`src/design/aes_ctr_pkg.sv`:
```
//////////////////////////////////////////////////////////////////////
// AES CTR mode counter definitions
// Slice sizes, rail patterns and the sparse state encoding shared by
// the counter increment blocks
//////////////////////////////////////////////////////////////////////

package aes_ctr_pkg;

  //////////////////////////////////////////////////////////////////////
  // Counter geometry
  //////////////////////////////////////////////////////////////////////

  // Full counter width, one AES block
  localparam int unsigned CtrWidth      = 128;
  // Bits handled per clock cycle
  localparam int unsigned SliceSizeCtr  = 16;
  // Slices per counter
  localparam int unsigned NumSlicesCtr  = CtrWidth / SliceSizeCtr;
  // Index width, enough for NumSlicesCtr slices
  localparam int unsigned SliceIdxWidth = 3;

  //////////////////////////////////////////////////////////////////////
  // Increment request rails
  //////////////////////////////////////////////////////////////////////

  localparam int unsigned IncrRailWidth = 3;

  // Request an increment, every rail high
  localparam logic [IncrRailWidth-1:0] IncrRailOn  = {IncrRailWidth{1'b1}};
  // Idle, every rail low
  localparam logic [IncrRailWidth-1:0] IncrRailOff = {IncrRailWidth{1'b0}};

  //////////////////////////////////////////////////////////////////////
  // Counter FSM states
  //////////////////////////////////////////////////////////////////////

  // Sparse encoding, pairwise Hamming distance of at least 3
  // All other 6-bit values are illegal and lead to CTR_ERROR
  typedef enum logic [5:0] {
    CTR_IDLE  = 6'b001011,
    CTR_INCR  = 6'b110100,
    CTR_ERROR = 6'b010111
  } aes_ctr_e;

endpackage

```
`src/design/aes_ctr_rail_dec.sv`:
```
//////////////////////////////////////////////////////////////////////
// AES CTR increment rail decoder
// Turns the three-rail request into a strobe and an encoding error
//////////////////////////////////////////////////////////////////////

`timescale 1ns/100ps

module aes_ctr_rail_dec (
  input  logic [aes_ctr_pkg::IncrRailWidth-1:0] incr_rail_i,
  output logic                                  incr_o,
  output logic                                  incr_err_o
);

  import aes_ctr_pkg::*;

  // Pattern matches
  logic rail_on;
  logic rail_off;

  //////////////////////////////////////////////////////////////////////
  // Decode
  //////////////////////////////////////////////////////////////////////

  // All rails high
  assign rail_on  = (incr_rail_i == IncrRailOn);
  // All rails low
  assign rail_off = (incr_rail_i == IncrRailOff);

  // Increment only on the full pattern
  // A single flipped rail never looks like a request
  assign incr_o = rail_on;

  // Mixed rails are a fault, idle or glitch alike
  assign incr_err_o = ~rail_on & ~rail_off;

endmodule

```
`src/design/aes_ctr_fsm.sv`:
```
//////////////////////////////////////////////////////////////////////
// AES CTR increment FSM
// Adds one to the counter one slice per cycle with a rippled carry,
// locks into a terminal error state on any fault
//////////////////////////////////////////////////////////////////////

`timescale 1ns/100ps

module aes_ctr_fsm (
  input  logic                                  clk_i,
  input  logic                                  rst_ni,

  // Request and fault inputs
  input  logic                                  incr_i,
  input  logic                                  incr_err_i,
  input  logic                                  mr_err_i,

  // Status
  output logic                                  ready_o,
  output logic                                  alert_o,

  // Slice access to the counter storage
  output logic [aes_ctr_pkg::SliceIdxWidth-1:0] ctr_slice_idx_o,
  input  logic [aes_ctr_pkg::SliceSizeCtr-1:0]  ctr_slice_i,
  output logic [aes_ctr_pkg::SliceSizeCtr-1:0]  ctr_slice_o,
  output logic                                  ctr_we_o
);

  import aes_ctr_pkg::*;

  // State
  aes_ctr_e                 aes_ctr_ns;
  aes_ctr_e                 aes_ctr_cs;

  // Slice pointer and carry
  logic [SliceIdxWidth-1:0] ctr_slice_idx_d;
  logic [SliceIdxWidth-1:0] ctr_slice_idx_q;
  logic                     ctr_carry_d;
  logic                     ctr_carry_q;

  // Slice sum, top bit is the carry out
  logic [SliceSizeCtr:0]    ctr_value;

  //////////////////////////////////////////////////////////////////////
  // Slice adder
  //////////////////////////////////////////////////////////////////////

  // Current slice plus incoming carry
  assign ctr_value   = {1'b0, ctr_slice_i} + {{SliceSizeCtr{1'b0}}, ctr_carry_q};
  assign ctr_slice_o = ctr_value[SliceSizeCtr-1:0];

  //////////////////////////////////////////////////////////////////////
  // Next state logic
  //////////////////////////////////////////////////////////////////////

  always_comb begin
    // Default outputs
    ready_o         = 1'b0;
    ctr_we_o        = 1'b0;
    alert_o         = 1'b0;

    // Hold by default
    aes_ctr_ns      = aes_ctr_cs;
    ctr_slice_idx_d = ctr_slice_idx_q;
    ctr_carry_d     = ctr_carry_q;

    case (aes_ctr_cs)
      CTR_IDLE: begin
        ready_o = 1'b1;
        if (incr_i) begin
          // Start at slice 0, carry in of one
          ctr_slice_idx_d = '0;
          ctr_carry_d     = 1'b1;
          aes_ctr_ns      = CTR_INCR;
        end
      end

      CTR_INCR: begin
        // Write back this slice, pass carry out on
        ctr_we_o        = 1'b1;
        ctr_slice_idx_d = ctr_slice_idx_q + SliceIdxWidth'(1);
        ctr_carry_d     = ctr_value[SliceSizeCtr];
        // Last slice done, final carry dropped (mod 2^128)
        if (ctr_slice_idx_q == SliceIdxWidth'(NumSlicesCtr - 1)) begin
          aes_ctr_ns = CTR_IDLE;
        end
      end

      CTR_ERROR: begin
        // Terminal, only reset leaves
        alert_o = 1'b1;
      end

      default: begin
        // Illegal encoding, e.g. a fault on the state flops
        alert_o    = 1'b1;
        aes_ctr_ns = CTR_ERROR;
      end
    endcase

    // Faults override everything, from any state
    if (incr_err_i || mr_err_i) begin
      aes_ctr_ns = CTR_ERROR;
    end
  end

  //////////////////////////////////////////////////////////////////////
  // Registers
  //////////////////////////////////////////////////////////////////////

  always_ff @(posedge clk_i or negedge rst_ni) begin
    if (!rst_ni) begin
      aes_ctr_cs      <= CTR_IDLE;
      ctr_slice_idx_q <= '0;
      ctr_carry_q     <= 1'b0;
    end else begin
      aes_ctr_cs      <= aes_ctr_ns;
      ctr_slice_idx_q <= ctr_slice_idx_d;
      ctr_carry_q     <= ctr_carry_d;
    end
  end

  // Index straight from the flop
  assign ctr_slice_idx_o = ctr_slice_idx_q;

  //////////////////////////////////////////////////////////////////////
  // Assertions
  //////////////////////////////////////////////////////////////////////

  // No alert means a legal working state
  a_state_valid: assert property (@(posedge clk_i) disable iff (!rst_ni)
    !alert_o |-> aes_ctr_cs inside {CTR_IDLE, CTR_INCR});

  // Never writing the counter while advertising ready
  a_we_not_ready: assert property (@(posedge clk_i) disable iff (!rst_ni)
    ctr_we_o |-> !ready_o);

  // Alert is sticky until reset
  a_alert_sticky: assert property (@(posedge clk_i) disable iff (!rst_ni)
    alert_o |=> alert_o);

endmodule

```
`src/design/aes_ctr_store.sv`:
```
//////////////////////////////////////////////////////////////////////
// AES CTR counter storage
// Eight slice registers with a full-width load and a slice port
//////////////////////////////////////////////////////////////////////

`timescale 1ns/100ps

module aes_ctr_store (
  input  logic                                  clk_i,
  input  logic                                  rst_ni,

  // Full-width load
  input  logic                                  load_i,
  input  logic [aes_ctr_pkg::CtrWidth-1:0]      load_value_i,

  // Slice read and write port
  input  logic [aes_ctr_pkg::SliceIdxWidth-1:0] slice_idx_i,
  input  logic                                  slice_we_i,
  input  logic [aes_ctr_pkg::SliceSizeCtr-1:0]  slice_wdata_i,
  output logic [aes_ctr_pkg::SliceSizeCtr-1:0]  slice_rdata_o,

  // Whole counter
  output logic [aes_ctr_pkg::CtrWidth-1:0]      ctr_o
);

  import aes_ctr_pkg::*;

  // Slice 0 holds the least significant bits
  logic [NumSlicesCtr-1:0][SliceSizeCtr-1:0] ctr_q;

  //////////////////////////////////////////////////////////////////////
  // Slice registers
  //////////////////////////////////////////////////////////////////////

  always_ff @(posedge clk_i or negedge rst_ni) begin
    if (!rst_ni) begin
      ctr_q <= '0;
    end else if (load_i) begin
      // Load replaces every slice
      ctr_q <= load_value_i;
    end else if (slice_we_i) begin
      // Only the addressed slice
      ctr_q[slice_idx_i] <= slice_wdata_i;
    end
  end

  //////////////////////////////////////////////////////////////////////
  // Read side
  //////////////////////////////////////////////////////////////////////

  // Slice mux on the index
  assign slice_rdata_o = ctr_q[slice_idx_i];

  // Packed slices form the counter directly
  assign ctr_o = ctr_q;

  //////////////////////////////////////////////////////////////////////
  // Assertions
  //////////////////////////////////////////////////////////////////////

  // A load during an increment would be lost in the slice write
  a_no_load_on_write: assert property (@(posedge clk_i) disable iff (!rst_ni)
    !(load_i && slice_we_i));

endmodule

```
`src/design/aes_ctr.sv`:
```
//////////////////////////////////////////////////////////////////////
// AES CTR counter increment top
// Rail decoder, slice-serial increment FSM and counter storage
//////////////////////////////////////////////////////////////////////

`timescale 1ns/100ps

module aes_ctr (
  input  logic                                  clk_i,
  input  logic                                  rst_ni,

  // Requests and faults
  input  logic [aes_ctr_pkg::IncrRailWidth-1:0] incr_rail_i,
  input  logic                                  mr_err_i,

  // Counter load
  input  logic                                  ctr_load_i,
  input  logic [aes_ctr_pkg::CtrWidth-1:0]      ctr_load_value_i,

  // Status and counter
  output logic                                  ready_o,
  output logic                                  alert_o,
  output logic [aes_ctr_pkg::CtrWidth-1:0]      ctr_o
);

  import aes_ctr_pkg::*;

  // Decoded request
  logic                     incr;
  logic                     incr_err;

  // FSM to storage slice port
  logic [SliceIdxWidth-1:0] ctr_slice_idx;
  logic                     ctr_we;
  logic [SliceSizeCtr-1:0]  ctr_slice_wdata;
  logic [SliceSizeCtr-1:0]  ctr_slice_rdata;

  // Rails to strobe
  aes_ctr_rail_dec u_rail_dec (
    .incr_rail_i (incr_rail_i),
    .incr_o      (incr),
    .incr_err_o  (incr_err)
  );

  // Increment control
  aes_ctr_fsm u_fsm (
    .clk_i           (clk_i),
    .rst_ni          (rst_ni),
    .incr_i          (incr),
    .incr_err_i      (incr_err),
    .mr_err_i        (mr_err_i),
    .ready_o         (ready_o),
    .alert_o         (alert_o),
    .ctr_slice_idx_o (ctr_slice_idx),
    .ctr_slice_i     (ctr_slice_rdata),
    .ctr_slice_o     (ctr_slice_wdata),
    .ctr_we_o        (ctr_we)
  );

  // Counter slices
  aes_ctr_store u_store (
    .clk_i         (clk_i),
    .rst_ni        (rst_ni),
    .load_i        (ctr_load_i),
    .load_value_i  (ctr_load_value_i),
    .slice_idx_i   (ctr_slice_idx),
    .slice_we_i    (ctr_we),
    .slice_wdata_i (ctr_slice_wdata),
    .slice_rdata_o (ctr_slice_rdata),
    .ctr_o         (ctr_o)
  );

endmodule

```
`config.mk`:
```
export PLATFORM = sky130hd
export DESIGN_NAME = aes_ctr
export DESIGN_NICKNAME = d
export VERILOG_FILES = /design/src/design/aes_ctr_pkg.sv /design/src/design/aes_ctr_rail_dec.sv /design/src/design/aes_ctr_fsm.sv /design/src/design/aes_ctr_store.sv /design/src/design/aes_ctr.sv
export SDC_FILE = /design/constraint.sdc
export NUM_CORES = 1
export LEC_CHECK = 0
export BUFFER_PORTS_ARGS = -buffer_cell sky130_fd_sc_hd__buf_4
export CAP_MARGIN = 40
export CORE_AREA = 2 2 165 183
export DETAILED_ROUTE_END_ITERATION = 10
export DIE_AREA = 0 0 167 185
export GPL_ROUTABILITY_DRIVEN = 0
export PLACE_DENSITY = 0.56
export SLEW_MARGIN = 0
export SYNTH_ARGS = -nofsm -noshare
export SYNTH_HDL_FRONTEND = slang
export SYNTH_SLANG_ARGS = --single-unit
```
`constraint.sdc`:
```
create_clock -name clk_i -period 4.6 [get_ports clk_i]
set_input_delay 0.69 -clock clk_i [delete_from_list [all_inputs] [get_ports clk_i]]
set_output_delay 0.69 -clock clk_i [all_outputs]
set_load 0.05 [all_outputs]
```
==> key figures <==
Drt
  • Antenna viol nets, final: 0
  • TritonRoute pass-1 iters: 6
  • DRC violation count after routing: 0
  • DR vias: 8401
  • Starting DRT DRC Count: 747
  • Routed len/inst: 21.9 um
  • Routed WL: 34600 um
  • Drt via density: 5.31

Place
  • Post-DP HPWL: 24900 um
  • I/O Buffers: 264

GRT
  • GRT overflow: 0
  • First-pass GRT wire length: 51800 um
  • Tot GR Track Use: 0.221
  • Number of global-route vias before repair: 8303
  • Initial antenna violation count: 0
  • Largest net degree at the start of global routing: 98

Yosys
  • Seq cells post-synth: 136
  • Largest family of logic cells by synthesized area: simple AND/OR/NAND/NOR gates
  • Number of flops mapped to enable cells by yosys: 0
  • Synthesized area: 8600 um2
  • Synth Flop Type: dfrtp_1
  • Leading area contributor after synthesis: dfrtp_1
  • Ys async rst share: 1.00
  • Syn Nets: 1102
  • Synth Area in Adders: 0.00582
  • Synth area leaders: dfrtp_1 39%, mux2i_1 9.7%, nand2_1 7.8%, mux4_2 6.0%, a21oi_1 5.2%
  • Synth Area per Inst: 8.93 um2
  • Most common cell in the netlist: nand2_1
  • Area fraction in compound gates after synthesis: 0.155
  • Register area share after synthesis: 0.396
  • Xor/xnor share of the synthesized area: 0.00829
  • Most common library cells after synthesis: 179 x nand2_1, 134 x dfrtp_1, 90 x a21oi_1
  • Simple-Gate Fraction of Synth Area: 0.216
  • Ys Warns: 0
  • Post-synth top area share: 0.390
  • Gate count of the mapped netlist: 963
  • Mux cell area share after synthesis: 0.175
  • Yosys cell types: 65

Floorplan
  • Initial Util: 0.295
  • Die W: 167 um
  • Core area: 29200 um2
  • # rows: 66
  • Die height: 185 um
  • I/O pins: 265
  • Die Area: 30900 um2

Timing
  • Slew @ Worst Pin: 0.883 ns
  • Slew Viols, Final: 0
  • Final setup skew: 0.0144 ns
  • Fin crit period: 3.47 ns
  • Setup tns final: 0 ns
  • Relative slew slack: 0.408
  • RSZ-0062 raised after global routing: no
  • Max Fclk: 289 MHz
  • Final period utilization: 0.753
  • Hold Fails Final Rpt: 0
  • Final setup fails: 0

Critical path
  • Worst EP arrival: 3.75 ns
  • CP required: 4.88 ns
  • Endpoint class of the critical path: flip-flop
  • WS Path Type: reg2reg
  • CP Launch Type: flip-flop
  • CP Max Fanout: 31

Outcome
  • Status: finished, final reports clean

CTS
  • CTS buffer count: 17
  • CTS tree: yes
  • Clock Tree Root: clkbuf_16
  • Clk sinks: 136
  • Post-CTS sizing: 0
  • Post-CTS Setup Bufs: 0
  • Clock slew at reported path FFs: 0.06 ns
  • Clock latency on the worst-skew pair: 0.43 ns
  • H-tree depth: 4
  • Post-CTS Hold Fix Bufs: 0
  • Clock buffer depth: 2

Min path
  • Min-Delay Path Class: in2async

Power and ir drop
  • VDD IR-drop max: 0.207 mV
  • Leak pwr: 4.92 nW
  • Pwr Density: 336 nW/um2

Finish
  • Layout cells sized above 1: 0.316
  • Fin util: 0.396
  • Nets: 1335
  • Fill cells: 2980
  • Syn-to-layout area delta: 34.2%
  • # diodes: 0

Run
  • Max-cap viol count: 0
area by class of cell:
type / count / area, um2 / share of cell area
Clock buffer: 19 / 453 / 0.0392
Clock inverter: 13 / 165 / 0.0143
Inverter: 7 / 26.3 / 0.00228
Multi-Input combinational cell: 746 / 4840 / 0.419
Sequential cell: 136 / 3410 / 0.295
Tap cell: 374 / 468 / 0.0405
Timing Repair Buffer: 288 / 2190 / 0.189
final timing paths:
kind / start / cells after the start / end / slack, ns
worst max-delay path: u_fsm.ctr_slice_idx_o[2]$_DFFE_PN0P_ / 9 / u_store.ctr_o[12]$_DFFE_PN0P_ / 1.13
worst min-delay path: rst_ni / 1 / u_store.ctr_o[15]$_DFFE_PN0P_ / 0.28
worst max register to register: u_fsm.ctr_slice_idx_o[2]$_DFFE_PN0P_ / 9 / u_store.ctr_o[12]$_DFFE_PN0P_ / 1.13
worst min register to register: u_fsm.aes_ctr_cs[4]$_DFFE_PN0P_ / 1 / u_fsm.aes_ctr_cs[3]$_DFFE_PN1P_ / 0.53
max in group asynchronous: rst_ni / 2 / u_store.ctr_o[21]$_DFFE_PN0P_ / 3.30
min in group clk_i: ctr_load_value_i[100] / 3 / u_store.ctr_o[100]$_DFFE_PN0P_ / 0.47
critical path: stages (launching register included):
cell	delay, ns
dfrtp_2	0.84
mux4_2	0.34
nand2_1	0.05
nand2_1	0.09
ha_1	0.27
ha_1	0.33
o311ai_2	0.25
nor4_4	0.78
mux2i_1	0.27
o211ai_1	0.10
placed cells by master, fill, tap and decap left out, types with 3 or more instances in the layout:
cell | netlist | final
nand2_1 | 179 | 179
bufinv_16 | 0 | 3
nand3_1 | 40 | 40
nor2_1 | 74 | 74
inv_6 | 0 | 5
nor2b_1 | 38 | 38
a21oi_1 | 90 | 90
or3_1 | 3 | 3
nor3_2 | 8 | 8
a22oi_1 | 4 | 4
buf_4 | 7 | 283
mux4_2 | 23 | 23
clkinv_2 | 0 | 3
nand4bb_1 | 3 | 3
o211ai_1 | 4 | 4
inv_1 | 5 | 5
mux2_2 | 8 | 8
nand2b_1 | 4 | 4
clkbuf_16 | 0 | 17
o221ai_1 | 15 | 15
mux2i_1 | 83 | 83
dfrtp_1 | 134 | 131
a221oi_1 | 8 | 8
a22o_1 | 3 | 3
a31oi_1 | 4 | 4
and3_1 | 6 | 6
o21ai_0 | 76 | 76
and2_1 | 3 | 3
dfrtp_2 | 0 | 3
ha_1 | 4 | 4
xnor2_1 | 3 | 3
nor3_1 | 21 | 21
through the flow:
| stage | cells | total power, mW | worst slack [ns] | instance area [um2] | hold WS, ns |
|---|---|---|---|---|---|
| floorplan | 963 | 2.02 | 1.34 | 8600 | 0.394 |
| global placement | 1549 | 2.42 | 1.19 | 10900 | 0.496 |
| detailed placement | 1551 | 2.43 | 1.16 | 10900 | 0.507 |
| CTS | 1583 | 3.89 | 1.12 | 11500 | 0.305 |
| global route | 1583 | 4.02 | 0.978 | 11500 | 0.334 |
| finish | 1583 | 3.87 | 1.13 | 11500 | 0.283 |
metal layers:
| metal | track usage | share of wire |
|---|---|---|
| met1 | 0.294 | 0.42 |
| met2 | 0.369 | 0.49 |
| met3 | 0.0400 | 0.073 |
| met4 | 0.0666 | 0.020 |
| met5 | 0 | 0 |
cell families after synthesis:
family,after synthesis
DFF,136
xor gates and xnor gates,6
and+or+nand+nor,395
adders and majority gates,4
muxes,117
AOI/OAI and AO/OA,224
buffers and inverters,81
flip-flops by register name, indices dropped and copies added, names as in the netlist:
name,count
u_store.ctr_o,128
u_fsm.aes_ctr_cs,4
u_fsm.ctr_carry_q,1
u_fsm.ctr_slice_idx_o,3
power breakdown:
group          internal [mW]  total (mW)  switching (mW)
combinational          0.339       0.996           0.658
clock                  0.889        1.47           0.580
sequential              1.30        1.41           0.111
Power figures use the tool's default switching activity.
